File: config.mk
export PLATFORM = sky130hd
export DESIGN_NAME = exu_flat
export DESIGN_NICKNAME = d
export VERILOG_FILES = /design/src/common/core_pkg.sv /design/src/common/pipe_if.sv /design/src/hdl/exu.sv /design/src/flat_wrapper.sv
export VERILOG_INCLUDE_DIRS = /design/src /design/src/common
export SDC_FILE = /design/constraint.sdc
export NUM_CORES = 1
export LEC_CHECK = 0
export BUFFER_PORTS_ARGS = -buffer_cell sky130_fd_sc_hd__buf_2
export CORE_UTILIZATION = 43
export DETAILED_ROUTE_END_ITERATION = 10
export GPL_ROUTABILITY_DRIVEN = 0
export MAX_ROUTING_LAYER = met4
export PLACE_DENSITY = 0.78
export SLEW_MARGIN = 20
export SYNTH_ARGS = -nofsm -noshare
export SYNTH_HDL_FRONTEND = slang
export SYNTH_SLANG_ARGS = --single-unit
File: constraint.sdc
create_clock -name clock -period 5.45 [get_ports clock]
set_input_delay 0.545 -clock clock [delete_from_list [all_inputs] [get_ports clock]]
set_output_delay 0.545 -clock clock [all_outputs]
set_load 0.05 [all_outputs]
File: src/common/core_consts.svh
// Core width and memory constants

`ifndef CORE_CONSTS_SVH
`define CORE_CONSTS_SVH

// data and address width.
`define XLEN 32

// first fetch address after reset.
`define RESET_PC 32'h8000_0000

// instruction SRAM size in words.
`define ISRAM_DEPTH 256

`endif

File: src/common/core_pkg.sv
// Core shared types
`default_nettype none

package core_pkg;

  // major opcodes.
  localparam logic [6:0] OP_R = 7'b0110011;
  localparam logic [6:0] OP_I = 7'b0010011;

  // funct3 codes, shared by both formats.
  localparam logic [2:0] F3_ADD = 3'b000;
  localparam logic [2:0] F3_XOR = 3'b100;
  localparam logic [2:0] F3_OR  = 3'b110;
  localparam logic [2:0] F3_AND = 3'b111;

  // funct7 codes for r-type.
  localparam logic [6:0] F7_BASE = 7'b0000000;
  localparam logic [6:0] F7_SUB  = 7'b0100000;

  // read response code.
  localparam logic [1:0] RESP_OKAY = 2'b00;

  typedef enum logic [3:0] {
    ADD,
    SUB,
    XOR,
    OR,
    AND,
    NONE
  } alu_op_t;

  typedef struct packed {
    logic [6:0] funct7;
    logic [4:0] rs2;
    logic [4:0] rs1;
    logic [2:0] funct3;
    logic [4:0] rd;
    logic [6:0] opcode;
  } r_fmt_t;

  typedef struct packed {
    logic [11:0] imm12;
    logic [4:0]  rs1;
    logic [2:0]  funct3;
    logic [4:0]  rd;
    logic [6:0]  opcode;
  } i_fmt_t;

  // one instruction word, two views.
  typedef union packed {
    r_fmt_t r;
    i_fmt_t i;
  } inst_u;

endpackage

`default_nettype wire

File: src/common/pipe_if.sv
// Stage to stage links
`default_nettype none
`include "core_consts.svh"

// decode to execute.
interface dec_exe_if;
  import core_pkg::*;

  logic             valid;
  alu_op_t          op;
  logic [4:0]       rd;
  logic [`XLEN-1:0] a;
  logic [`XLEN-1:0] b;
  logic [`XLEN-1:0] pc;
  logic             illegal;

  modport master (output valid, op, rd, a, b, pc, illegal);
  modport slave (input valid, op, rd, a, b, pc, illegal);
endinterface

// execute to writeback.
interface exe_wb_if;
  logic             valid;
  logic [4:0]       rd;
  logic [`XLEN-1:0] data;
  logic             we;
  logic [`XLEN-1:0] pc;
  logic             illegal;

  modport master (output valid, rd, data, we, pc, illegal);
  modport slave (input valid, rd, data, we, pc, illegal);
endinterface

`default_nettype wire

File: src/hdl/exu.sv
// Execute stage ALU
`default_nettype none
`include "core_consts.svh"

module exu (
  input  logic      clock,
  input  logic      reset,
  dec_exe_if.slave  de,
  exe_wb_if.master  ew
);
  import core_pkg::*;

  logic [`XLEN-1:0] result;

  always_comb begin
    case (de.op)
      ADD:     result = de.a + de.b;
      SUB:     result = de.a - de.b;
      XOR:     result = de.a ^ de.b;
      OR:      result = de.a | de.b;
      AND:     result = de.a & de.b;
      default: result = '0;
    endcase
  end

  always_ff @(posedge clock) begin
    if (reset) begin
      ew.valid <= 1'b0;
    end else begin
      ew.valid <= de.valid;
    end
  end

  always_ff @(posedge clock) begin
    if (de.valid) begin
      ew.rd      <= de.rd;
      ew.data    <= result;
      // no write for illegal words or x0.
      ew.we      <= !de.illegal && (de.rd != 5'd0);
      ew.pc      <= de.pc;
      ew.illegal <= de.illegal;
    end
  end

endmodule

`default_nettype wire

File: src/flat_wrapper.sv
// flat-port wrapper written by rule: the top's interface ports become plain ports
module exu_flat import core_pkg::*;
  (clock, reset, de_valid, de_op, de_rd, de_a, de_b, de_pc, de_illegal, ew_valid, ew_rd, ew_data, ew_we, ew_pc, ew_illegal);
  dec_exe_if de_i ();
  exe_wb_if ew_i ();
  input  logic clock;
  input  logic reset;
  input wire logic [$bits(de_i.valid)-1:0] de_valid;
  input wire logic [$bits(de_i.op)-1:0] de_op;
  input wire logic [$bits(de_i.rd)-1:0] de_rd;
  input wire logic [$bits(de_i.a)-1:0] de_a;
  input wire logic [$bits(de_i.b)-1:0] de_b;
  input wire logic [$bits(de_i.pc)-1:0] de_pc;
  input wire logic [$bits(de_i.illegal)-1:0] de_illegal;
  output wire logic [$bits(ew_i.valid)-1:0] ew_valid;
  output wire logic [$bits(ew_i.rd)-1:0] ew_rd;
  output wire logic [$bits(ew_i.data)-1:0] ew_data;
  output wire logic [$bits(ew_i.we)-1:0] ew_we;
  output wire logic [$bits(ew_i.pc)-1:0] ew_pc;
  output wire logic [$bits(ew_i.illegal)-1:0] ew_illegal;
  assign de_i.valid = de_valid;
  assign de_i.op = de_op;
  assign de_i.rd = de_rd;
  assign de_i.a = de_a;
  assign de_i.b = de_b;
  assign de_i.pc = de_pc;
  assign de_i.illegal = de_illegal;
  assign ew_valid = ew_i.valid;
  assign ew_rd = ew_i.rd;
  assign ew_data = ew_i.data;
  assign ew_we = ew_i.we;
  assign ew_pc = ew_i.pc;
  assign ew_illegal = ew_i.illegal;
  exu u_core (.clock(clock), .reset(reset), .de(de_i), .ew(ew_i));
endmodule
* Word-level counts from Yosys, hierarchy flattened
Index checks and enable logic that the tools add are counted.
** Word-level totals
- Flip-flop bits (word level) :: 72
- Bits in latches :: 0
- Bits in writable memories :: 0
- Memory bits (read-only) :: 0
- Input bits :: 109
- Output and inout port bits :: 72
- Word-level logic and storage cells :: 20
- Memories :: 0
** Operators by class
- Add/subtract/negate cells :: 2
- $mul :: 0
- Div/mod/pow operators :: 0
- Order comparisons :: 0
- Eq/ne operators :: 4
- Shifts and indexed selects :: 0
- Mux-type cells :: 1
- Bitwise logic cells :: 3
- Reductions and logical operators :: 4
** Operators by type and width (count)
- one-hot mux 32 bit (5 select lines) :: 1
- adder 32 bit :: 1
- AND 32 bit :: 1
- bitwise OR 32 bit :: 1
- subtractor 32 bit :: 1
- XOR 32 bit :: 1
- == test 4 x 2 -> 1 bit, second input constant :: 2
- nonzero test 5 bit :: 1
- == test 4 x 1 -> 1 bit, second input constant :: 1
- == test 4 x 3 -> 1 bit, second input constant :: 1
- zero test 4 bit :: 1
- logical AND 1 bit :: 1
- zero test 1 bit :: 1

* Longest topological paths before layout
Gate-level depths: netlist of run 1.
- Depth after elaboration :: 2
- Mapped depth :: 17

* Least setup slack after synthesis of run 1
Ideal clock, no wire load.
- Kind :: input to register
- Start :: input port de_op[3]
- End :: register u_core.ew.data[31], data pin
- Setup time :: 259 ps
- Arrival :: 3849 ps
- Required time :: 5191 ps
- Slack :: 1342 ps
- Cell stages on the path :: 15
- Buffers on the path :: 2
- Path through :: nor3_1 and2_1 clkbuf_1 clkbuf_1 nor2_1 xnor2_1 ha_1 a21o_1 a21oi_1 o21bai_1 o41ai_1 a21bo_2 o211ai_1 a21oi_1 a211o_1
** On the way
- Word-level cells in the longest chain between the ends :: 2
** Ends and longest elaborated chain
- start, declared :: RTL line flat_wrapper.sv:9 : input wire logic [$bits(de_i.op)-1:0] de_op;
- == test 4 x 3 -> 1 bit, or another cell as far along :: RTL line exu.sv:16 : case (de.op)
- one-hot mux 32 bit (5 select lines) (*) :: RTL line exu.sv:16
- net u_core.result[31] :: RTL line exu.sv:13 : logic [`XLEN-1:0] result;
- end signal, assigned :: RTL line exu.sv:37 : ew.data <= result;
- end, declared :: RTL line pipe_if.sv:30 : modport master (output valid, rd, data, we, pc, illegal);
The timed path passes the listed nets; every way through them passes the cells marked *.
A chain may end at the register's enable or synchronous reset.

* Worst setup path after layout of run 1
- Start :: input port de_b[4]
- End :: register u_core.ew.data[31], data pin
** On the way
- Word-level cells in the longest chain between the ends :: 2
** Ends and longest elaborated chain
- start, declared :: RTL line flat_wrapper.sv:12 : input wire logic [$bits(de_i.b)-1:0] de_b;
- subtractor 32 bit or adder 32 bit (tied branches) :: RTL line exu.sv:18, exu.sv:17
- one-hot mux 32 bit (5 select lines) (*) :: RTL line exu.sv:16
- net u_core.result[31] :: RTL line exu.sv:13
Marked as above.

==> impl_metrics.json, run 1 <==
{
  "run_status": "complete, no violations",
  "finalWorstSetupSlack_ps": 1110,
  "synth.top_cell.area_share_pct": 33.8,
  "groute.layer.met2.usage_pct": 38.1,
  "setup_total_negative_slack_ps": 0,
  "cts_tree": "done",
  "min_delay_worst_type": "in -> reg",
  "synth.lib_cells_used.distinct": 59,
  "ant_nets": 0,
  "crit_path_dat_ps": 4430,
  "placementRows": 43,
  "synth.cell_area_sq_mm": 0.00631,
  "filler_cell_count": 1293,
  "htree_num_levels": 3,
  "worstMarginPinSlew_ps": 947,
  "avg_wl_per_cell_um": 16.7,
  "layout-area-overhead-vs-synth_pct": 22.9,
  "die_y_um": 123,
  "drt_iter0_markers": 376,
  "globalRouteTotalUtil_pct": 23.9,
  "grt_antenna_before_repair": 3,
  "leakage_nw": 3.68,
  "postSynthRegisterBits": 72,
  "clk_path_buf_depth": 2,
  "fp.dieArea_sq_mm": 0.0152,
  "detailroute.via_count": 5784,
  "hold_buffer_count_at_cts": 0,
  "critical_path.cell_chain": "buf_2, nor4_1, nand3_1, nor2_1, a41oi_1, xnor2_1, ha_1, a21oi_1, nor2b_1, o21bai_1, o41ai_1, a21bo_2, o211ai_1, a21oi_1, a211o_1",
  "place_ws_ps": 849,
  "postCtsSetupBuffers": 0,
  "most_repeated_cell_in_the_gate_level_netlist_after_synthesis": "ha_1",
  "rsz0062_at_grt": "no",
  "vias_per_cell": 5.58,
  "global_route.usage.met1_pct": 29.7,
  "crit_slowest_cell": "nor4_1",
  "cts.root.buffer_cell": "clkbuf_16",
  "yosys-top-cells-count": "ha_1, inv_1, edfxtp_1",
  "buffer_ports.inserted": 180,
  "grt.met3_usage_pct": 5.07,
  "critical_path_peak_fanout": 6,
  "vdd_drop_max_mv": 0.159,
  "synth_area_per_cell_sq_um": 9.33,
  "timing.max_cap.violations": 0,
  "floorplan.initialDensity_pct": 44.8,
  "syn_nets": 882,
  "nets": 1054,
  "routed_wirelength_mm": 17.3,
  "endpoint_kind": "flop",
  "netlist_top_cells_area": "edfxtp_1, ha_1, xnor2_1, inv_1, o21ai_0",
  "globalRoute.busiestLayer": "met2",
  "syn-instance-count": 676,
  "multi_input_comb_area_sq_mm": 0.00379,
  "top_level_ports": 181,
  "ys_seq_area_share_pct": 34.1,
  "drive_above_1_share_pct": 25.6,
  "achievable-frequency_mhz": 231,
  "synth_warnings": 0,
  "postSynth.asyncResetShare_pct": 0,
  "fin_crit_ps": 4340,
  "report.final.setup_viol": 0,
  "crit_path_frequent_cell": "a21oi_1",
  "power_density_mw_per_mm2": 263,
  "yosys.area.top_type": "edfxtp_1",
  "launching_element_type_of_the_critical_path": "input port",
  "clk_pin_slew_ps": 60,
  "cts_inserted_buffers": 9,
  "critical-path-max-stage-delay_ps": 600,
  "design.core.area_sq_mm": 0.0141,
  "timing.critical_path.required_ps": 5540,
  "finalCritPeriodShare_pct": 79.6,
  "power.total_mw": 2.04,
  "grt_start_max_net_pins": 73,
  "total_grt_overflow": 0,
  "timing.critical_path.max_delay_family": "compound AO/OA/AOI/OAI gates",
  "timing.slew.headroom_pct": 36.9,
  "cts_sinks": 72,
  "global_route_wire_length_before_repair_mm": 27.2,
  "drc_errors": 0,
  "chipWidth_um": 123,
  "post_cts.resized_instances": 0,
  "hold_viol": 0,
  "synth_enable_flop_cells": 71,
  "seq_area_sq_mm": 0.00215,
  "via_count_of_the_first_global_routing_pass": 5576,
  "hpwl_mm": 13.1,
  "timing_worst_setup_path_type": "in -> reg",
  "cp.buffers_inverters": 1,
  "synth_ff_type": "edfxtp_1",
  "first_pass_iters": 5,
  "timing.final.max_slew_violations": 0
}
## worst paths after layout
kind | start | to | slack [ps] | depth (start not counted)
max | de_b[4] | u_core.ew.data[31] | 1110 | 15
min | reset | u_core.ew.valid | 370 | 2
## layer usage
layer  share of wire, %  up-vias
met1                 43     2683
met5                  0        -
met3                8.7       37
met2                 46      254
met4                2.3        0
li1                   -     2810
## cell type report
class	instances	area share, %
Clock inverter	6	1.48
Tap cell	180	2.90
Inverter	75	3.63
Clock buffer	10	2.95
Multi-Input combinational cell	503	48.9
Timing Repair Buffer	187	12.3
Sequential cell	72	27.7
Antenna cell	4	0.129
## power breakdown
group | total [mW] | switching (mW) | internal, mW | leakage, nW
logic | 0.677 | 0.454 | 0.223 | 2.82
registers | 0.678 | 0.0121 | 0.666 | 0.697
clock network | 0.688 | 0.237 | 0.451 | 0.164
total | 2.04 | 0.704 | 1.34 | 3.68
## registers in the layout (all words and copies together), names as in the netlist
name	count
u_core.ew.data	32
u_core.ew.we	1
u_core.ew.illegal	1
u_core.ew.valid	1
u_core.ew.rd	5
u_core.ew.pc	32
## cell families after synthesis
logic type / Yosys count / share of synthesized area (%)
xor+xnor: 52 / 7.34
buf+inv: 101 / 6.01
simple gates: 163 / 12.9
fa+ha+maj: 97 / 19.4
flops: 72 / 34.1
compound gates: 186 / 19.5
mux: 5 / 0.813
## through the flow
stage	std cells	instance area (sq um)	hold WS, ps	util [%]
floorplan	676	6310	617	-
global placement	1017	7400	701	52.5
detailed placement	1017	7400	714	52.5
CTS	1033	7750	357	55.0
global route	1036	7750	357	55.0
finish	1037	7760	368	55.0
## cell usage in the layout (no fill, tap or decap), types with 3 or more instances in the layout
| cell | count |
|---|---|
| nand2b_1 | 5 |
| a221oi_1 | 27 |
| diode_2 | 4 |
| buf_2 | 180 |
| o41ai_1 | 3 |
| clkbuf_16 | 9 |
| and3_1 | 6 |
| edfxtp_1 | 71 |
| nand4_1 | 7 |
| nor3_1 | 10 |
| o21ai_0 | 49 |
| a31oi_1 | 7 |
| and2_1 | 8 |
| o21a_1 | 3 |
| o31ai_1 | 7 |
| a21oi_1 | 46 |
| nand3_1 | 13 |
| xnor2_1 | 44 |
| o21bai_1 | 4 |
| xor2_1 | 7 |
| nor2_1 | 53 |
| nor2b_1 | 5 |
| nor4_1 | 3 |
| buf_4 | 7 |
| or3_1 | 5 |
| a41oi_1 | 3 |
| ha_1 | 96 |
| mux2i_1 | 4 |
| bufinv_16 | 3 |
| nand2_1 | 34 |
| inv_1 | 75 |
| a21o_1 | 14 |
Note: power is estimated with default switching activity, not from simulation.
==> inputs of run 2 (changes only) <==
--- a/config.mk
+++ b/config.mk
@@ -6,12 +6,13 @@
 export SDC_FILE = /design/constraint.sdc
 export NUM_CORES = 1
 export LEC_CHECK = 0
+export ABC_AREA = 1
 export BUFFER_PORTS_ARGS = -buffer_cell sky130_fd_sc_hd__buf_2
 export CORE_UTILIZATION = 43
 export DETAILED_ROUTE_END_ITERATION = 10
 export GPL_ROUTABILITY_DRIVEN = 0
 export MAX_ROUTING_LAYER = met4
-export PLACE_DENSITY = 0.78
+export PLACE_DENSITY = 0.77
 export SLEW_MARGIN = 20
 export SYNTH_ARGS = -nofsm -noshare
 export SYNTH_HDL_FRONTEND = slang
==> constraint.sdc (replaced) <==
create_clock -name clock -period 4.1 [get_ports clock]
set_input_delay 0.41 -clock clock [delete_from_list [all_inputs] [get_ports clock]]
set_output_delay 0.41 -clock clock [all_outputs]
set_load 0.05 [all_outputs]
==> run 2 against run 1 <==
  * Utilization fell by 1.1 points
  * Synthesized cell count up 47%
  * Worst hold slack lost 130 ps
  * Die area up 13%
  * Routed wire length rose by 21%
  * Clock power up 44%
  * Count of clock-buffer cells in the layout up 1
  * Sequential power up 32%
  * Largest cell class unchanged
  * Highest routed layer unchanged
==> impl_metrics.json, run 2 <==
{
  "run_status": "complete, no violations",
  "timing.max_cap.violations": 0,
  "global_route_wire_length_before_repair_mm": 32.9,
  "postSynthRegisterBits": 72,
  "grt_antenna_before_repair": 0,
  "endpoint_kind": "flop",
  "final_design_area_no_fill_sq_mm": 0.00866,
  "top_level_ports": 181,
  "synth.lib_cells_used.distinct": 43,
  "vdd_drop_max_mv": 0.199,
  "antenna_cells_inserted": 0,
  "most_repeated_cell_in_the_gate_level_netlist_after_synthesis": "nand2_1",
  "crit_path_dat_ps": 3390,
  "floorplan.initialDensity_pct": 44.4,
  "synth_warnings": 0,
  "drt_iter0_markers": 544,
  "timing.final.max_slew_violations": 0,
  "final_cells": 1399,
  "total_grt_overflow": 0,
  "htree_num_levels": 3,
  "chipWidth_um": 131,
  "cts_tree": "done",
  "nets": 1384,
  "rsz0062_at_grt": "no",
  "power_density_mw_per_mm2": 328,
  "crit_slowest_cell": "ha_1",
  "seq_area_sq_mm": 0.00215,
  "globalRouteTotalUtil_pct": 25.9,
  "min_to": "u_core.ew.valid",
  "vias_per_cell": 5.24,
  "multi_input_comb_area_sq_mm": 0.00426,
  "clk_pin_slew_ps": 60,
  "holdWs_ps": 236,
  "avg_wl_per_cell_um": 15.0,
  "whs_path_depth": 2,
  "placed_area_sq_mm": 0.00829,
  "cts_inserted_buffers": 9,
  "fp.dieArea_sq_mm": 0.0171,
  "timing.critical_path.required_ps": 4180,
  "ant_nets": 0,
  "detailroute.via_count": 7326,
  "clk_path_buf_depth": 2,
  "synth_ff_type": "edfxtp_1",
  "filler_cell_count": 1561,
  "critical-path-max-stage-delay_ps": 410,
  "report.final.setup_viol": 0,
  "finalCritPeriodShare_pct": 80.6,
  "hold_viol": 0,
  "layout-area-overhead-vs-synth_pct": 21.5,
  "die_y_um": 131,
  "yosys.area.top_type": "edfxtp_1",
  "synth_simple_gate_area_share_pct": 30.2,
  "mux_contribution_to_synthesized_area_pct": 0,
  "crit_path_frequent_cell": "nand2_1",
  "synth.top_cell.area_share_pct": 29.9,
  "dp_cells": 1383,
  "cts_sinks": 72,
  "synth_enable_flop_cells": 71,
  "cts.root.buffer_cell": "clkbuf_16",
  "critical_path_peak_fanout": 5,
  "setup_total_negative_slack_ps": 0,
  "timing.slew.headroom_pct": 36.6,
  "synth-compound-area-share_pct": 8.90,
  "postCtsSetupBuffers": 0,
  "most_used_cells_in_the_layout_excluding_fill_and_tap_cells": "nand2_1, buf_2, inv_1",
  "hold_buffer_count_at_cts": 0,
  "drive_above_1_share_pct": 19.1,
  "regs_by_ff_count": "u_core.ew.data: 32 flops, u_core.ew.pc: 32 flops, u_core.ew.rd: 5 flops",
  "synth_xor_xnor_area_share_pct": 3.32,
  "grt_start_max_net_pins": 73,
  "synth_fa_ha_area_share_pct": 17.1,
  "netlist_top_cells_area": "edfxtp_1, ha_1, nand2_1, inv_1, nor2_1",
  "yosys-top-cells-count": "nand2_1, inv_1, nor2_1",
  "achievable-frequency_mhz": 303,
  "post_cts.resized_instances": 0,
  "timing_worst_setup_path_type": "in -> reg",
  "leakage_nw": 4.69,
  "placementRows": 46,
  "syn_nets": 1202,
  "design.core.area_sq_mm": 0.0161,
  "fin_crit_ps": 3300,
  "via_count_of_the_first_global_routing_pass": 6660,
  "critical_path.cell_chain": "buf_2, inv_1, ha_1, nand3_1, nor2_2, nand2_1, o31ai_2, nand2_1, xor2_1, ha_1, nand2_1, nor2_1, nand2_1, nor3_1, nand2_1, nand2_1, nand2_1, nand3_1, nand2_1",
  "hold_start": "reset",
  "first_pass_iters": 6,
  "synth_area_per_cell_sq_um": 7.16,
  "dominant_combinational_cell_family_by_area_after_synthesis": "simple AND/OR/NAND/NOR gates",
  "postSynth.asyncResetShare_pct": 0,
  "syn-instance-count": 996,
  "mostFrequentLayoutCell": "nand2_1",
  "launching_element_type_of_the_critical_path": "input port",
  "drc_errors": 0,
  "hpwl_mm": 16.7,
  "routed_wirelength_mm": 20.9,
  "min_delay_worst_type": "in -> reg",
  "worstMarginPinSlew_ps": 951,
  "synth.cell_area_sq_mm": 0.00713,
  "ys_seq_area_share_pct": 30.2,
  "buffer_ports.inserted": 180
}
## run 2: changes by cell type after synthesis, moves of 8 or more
cell | before | now
nand2_1 | 34 | 298
o21ai_1 | 0 | 16
nor2_1 | 53 | 104
a21oi_1 | 46 | 32
o21ai_0 | 49 | 11
xnor2_1 | 44 | 0
inv_1 | 75 | 172
clkbuf_1 | 25 | 6
a21o_1 | 14 | 2
nand3b_1 | 1 | 9
nand3_1 | 13 | 49
xor2_1 | 7 | 27
## run 2: kinds of logic (layout without fill, tap and decap cells)
group,Yosys count,count (layout)
adder cells (fa/ha/maj),97,97
AND/OR/NAND/NOR,509,509
flip-flops,72,72
AO/OA/AOI/OAI,99,99
XOR/XNOR,27,27
buffers and inverters,192,379
## run 2: worst max-delay path by stage
stage / from / end / slack [ps] / cells past startpoint
4_1_cts: de_b[1] / u_core.ew.data[26] / 870 / 21
6_report: de_b[1] / u_core.ew.data[26] / 800 / 19
2_1_floorplan: de_b[1] / u_core.ew.data[29] / 1270 / 20
3_3_place_gp: de_b[1] / u_core.ew.data[26] / 560 / 21
3_5_place_dp: de_b[1] / u_core.ew.data[26] / 500 / 21
5_1_grt: de_b[1] / u_core.ew.data[26] / 450 / 21
## run 2: power breakdown
part           switching (mW)  internal (mW)  total [mW]  leakage [nW]
registers              0.0149          0.884       0.898         0.697
clock network           0.316          0.674       0.991         0.180
logic                   0.683          0.272       0.955          3.81
## run 2: layer usage
metal / vias up / track usage, % / wire [um]
li1: 3586 / - / -
met2: 410 / 39.3 / 9130
met3: 63 / 3.79 / 1950
met5: - / - / 0
met1: 3267 / 33.8 / 9080
met4: 0 / 12.2 / 785
## run 2: per-stage QoR
stage | total power [mW] | setup WS, ps | utilization, %
global placement | 1.84 | 562 | 51.6
floorplan | 1.57 | 1270 | -
CTS | 2.86 | 875 | 53.9
detailed placement | 1.85 | 504 | 51.6
finish | 2.84 | 796 | 53.9
global route | 3.00 | 449 | 53.9
## run 2: final cells by class
| cell class | instances | area share (%) |
|---|---|---|
| clock buffer | 11 | 2.80 |
| inverter | 178 | 7.72 |
| timing repair buffer | 185 | 10.9 |
| clock inverter | 5 | 1.49 |
| multi-input combinational | 732 | 49.2 |
| sequential | 72 | 24.9 |
| tap | 216 | 3.12 |
## run 2: worst max-delay path: cells and delay by family
family	cells	cell delay, ps
compound gates	1	340
xor+xnor	1	160
buf+inv	2	220
simple gates	13	1630
fa+ha+maj	2	630
==> inputs of run 3 (changes only) <==
--- a/config.mk
+++ b/config.mk
@@ -6,13 +6,13 @@
 export SDC_FILE = /design/constraint.sdc
 export NUM_CORES = 1
 export LEC_CHECK = 0
-export ABC_AREA = 1
+export ABC_AREA = 0
 export BUFFER_PORTS_ARGS = -buffer_cell sky130_fd_sc_hd__buf_2
 export CORE_UTILIZATION = 43
 export DETAILED_ROUTE_END_ITERATION = 10
 export GPL_ROUTABILITY_DRIVEN = 0
 export MAX_ROUTING_LAYER = met4
-export PLACE_DENSITY = 0.77
+export PLACE_DENSITY = 0.78
 export SLEW_MARGIN = 20
 export SYNTH_ARGS = -nofsm -noshare
 export SYNTH_HDL_FRONTEND = slang
==> constraint.sdc (replaced) <==
create_clock -name clock -period 3.1 [get_ports clock]
set_input_delay 0.31 -clock clock [delete_from_list [all_inputs] [get_ports clock]]
set_output_delay 0.31 -clock clock [all_outputs]
set_load 0.05 [all_outputs]
==> run 3 against run 2 <==
  * First-iteration DRC count is 9.7% lower
  * Clock power is 15% higher
  * Highest routed layer unchanged
  * The flow now finishes with violations (negative setup slack)
  * Critical path depth down 4
  * Final cell count down 15%
  * Count of clock-buffer cells in the layout decreased by 1
  * Worst hold slack got worse by 120 ps
  * Largest cell class unchanged
  * Sequential cell count unchanged
  * Utilization is 15 points higher
==> impl_metrics.json, run 3 (synthesis results as in run 1) <==
{
  "global_route_wire_length_before_repair_mm": 30.7,
  "critical_path_peak_fanout": 4,
  "achievable-frequency_mhz": 288,
  "power_density_mw_per_mm2": 412,
  "hold_viol": 0,
  "cts_inserted_buffers": 9,
  "global_route.usage.met1_pct": 31.8,
  "endpoint_kind": "flop",
  "design.core.area_sq_mm": 0.0141,
  "globalRoute.busiestLayer": "met2",
  "filler_cell_count": 1011,
  "power.sequential.fraction_pct": 30.1,
  "cts.root.buffer_cell": "clkbuf_16",
  "drive_above_1_share_pct": 45.8,
  "vdd_drop_max_mv": 0.269,
  "finalCritPeriodShare_pct": 112,
  "drc_errors": 0,
  "layout-area-overhead-vs-synth_pct": 52.9,
  "grt.met3_usage_pct": 4.24,
  "min_delay_worst_type": "in -> reg",
  "die_y_um": 123,
  "rsz0062_at_grt": "yes",
  "holdWs_ps": 116,
  "fin_crit_ps": 3470,
  "placementRows": 43,
  "nets": 1211,
  "antenna_cells_inserted": 0,
  "total_grt_overflow": 0,
  "ant_nets": 0,
  "final_cells": 1190,
  "report.final.setup_viol": 15,
  "timing.slew.headroom_pct": 44.1,
  "fp.dieArea_sq_mm": 0.0152,
  "run_status": "finished with violations",
  "power.combinational.fraction_pct": 41.3,
  "cell_internal_pwr_mw": 2.55,
  "timing_worst_setup_path_type": "in -> reg",
  "whs_path_depth": 2,
  "groute.layer.met2.usage_pct": 46.4,
  "timing.final.max_slew_violations": 0,
  "floorplan.initialDensity_pct": 44.8,
  "p_sw_mw": 1.43,
  "cts_tree": "done",
  "launching_element_type_of_the_critical_path": "input port",
  "chipWidth_um": 123,
  "crit_path_dat_ps": 3690,
  "timing.critical_path.required_ps": 3320,
  "top_level_ports": 181,
  "drt_iter0_markers": 491,
  "cts_sinks": 72,
  "mostFrequentLayoutCell": "buf_2",
  "htree_num_levels": 3,
  "min_to": "u_core.ew.valid",
  "via_count_of_the_first_global_routing_pass": 6497,
  "hpwl_mm": 14.8,
  "dp_cells": 1160,
  "detailroute.via_count": 6731,
  "avg_wl_per_cell_um": 17.8,
  "setup_total_negative_slack_ps": -3810,
  "buffer_ports.inserted": 180,
  "clk_path_buf_depth": 2,
  "finalWorstSetupSlack_ps": -375,
  "most_used_cells_in_the_layout_excluding_fill_and_tap_cells": "buf_2, buf_4, ha_1",
  "final_design_area_no_fill_sq_mm": 0.00965,
  "first_pass_iters": 5,
  "worstMarginPinSlew_ps": 838,
  "violations": "negative setup slack",
  "routed_wirelength_mm": 21.1,
  "regs_by_ff_count": "u_core.ew.data: 32 flops, u_core.ew.pc: 32 flops, u_core.ew.rd: 5 flops",
  "vias_per_cell": 5.66,
  "clk_pin_slew_ps": 60,
  "share_clk_of_total_power_pct": 28.6,
  "placed_area_sq_mm": 0.00865,
  "leakage_nw": 4.65,
  "hold_start": "reset",
  "grt_antenna_before_repair": 0,
  "timing.max_cap.violations": 0,
  "globalRouteTotalUtil_pct": 26.9,
  "power.share.switching_pct": 35.9,
  "grt_start_max_net_pins": 34
}
[run 3: layer usage]
layer | up-vias | share of wire, %
li1 | 3119 | -
met1 | 3221 | 41
met2 | 328 | 48
met3 | 63 | 7.7
met4 | 0 | 3.3
met5 | - | 0
[run 3: how the worst max path moves through the flow]
stage | from | endpoint | slack [ps]
finish | de_b[10] | u_core.ew.data[30] | -370
detailed placement | de_b[10] | u_core.ew.data[29] | -750
global placement | de_b[10] | u_core.ew.data[31] | -670
CTS | de_b[10] | u_core.ew.data[30] | -250
global route | de_b[10] | u_core.ew.data[27] | -470
floorplan | de_b[10] | u_core.ew.data[31] | -440
[run 3: area by class of cell]
class	count	area, sq um	share of cell area [%]
multi-input cells	503	4460	46.2
well taps	180	225	2.33
inverters	75	282	2.92
clock inverters	6	91.3	0.947
flip-flops and latches	72	2150	22.3
repair buffers	344	2210	22.9
clock buffers	10	229	2.37
[run 3: critical path, cell delays in order]
cell	delay (ps)
buf_6	90
or3_4	410
or4_4	480
nor4_4	370
nor2_1	110
xnor2_1	140
ha_1	300
a21o_1	170
a21o_1	190
a21oi_2	200
o21ai_1	110
a21oi_2	170
mux2_2	360
o221ai_2	160
nand2b_1	130
[run 3: metrics by stage]
stage,utilization (%),setup slack (ps),total power [mW]
floorplan,-,-442,2.10
global placement,61.3,-668,2.62
detailed placement,61.3,-752,2.65
CTS,65.7,-247,3.85
global route,68.4,-469,4.14
finish,68.4,-375,3.97
[run 3: timing repair]
action / in CTS / in global routing
setup buffers: 9 / 7
pin swaps: 30 / 26
gates resized for setup: 57 / 59
endpoints found under the setup margin: 18 / 20
gates cloned: 0 / 0
hold buffers: 0 / 0
[run 3: power by group through the flow]
stage | Sequential [mW] | Clock [mW] | Combinational [mW]
CTS | 1.20 | 1.14 | 1.51
detailed placement | 1.22 | 0 | 1.43
floorplan | 1.52 | 0 | 0.579
global route | 1.20 | 1.19 | 1.75
global placement | 1.21 | 0 | 1.40
finish | 1.19 | 1.14 | 1.64
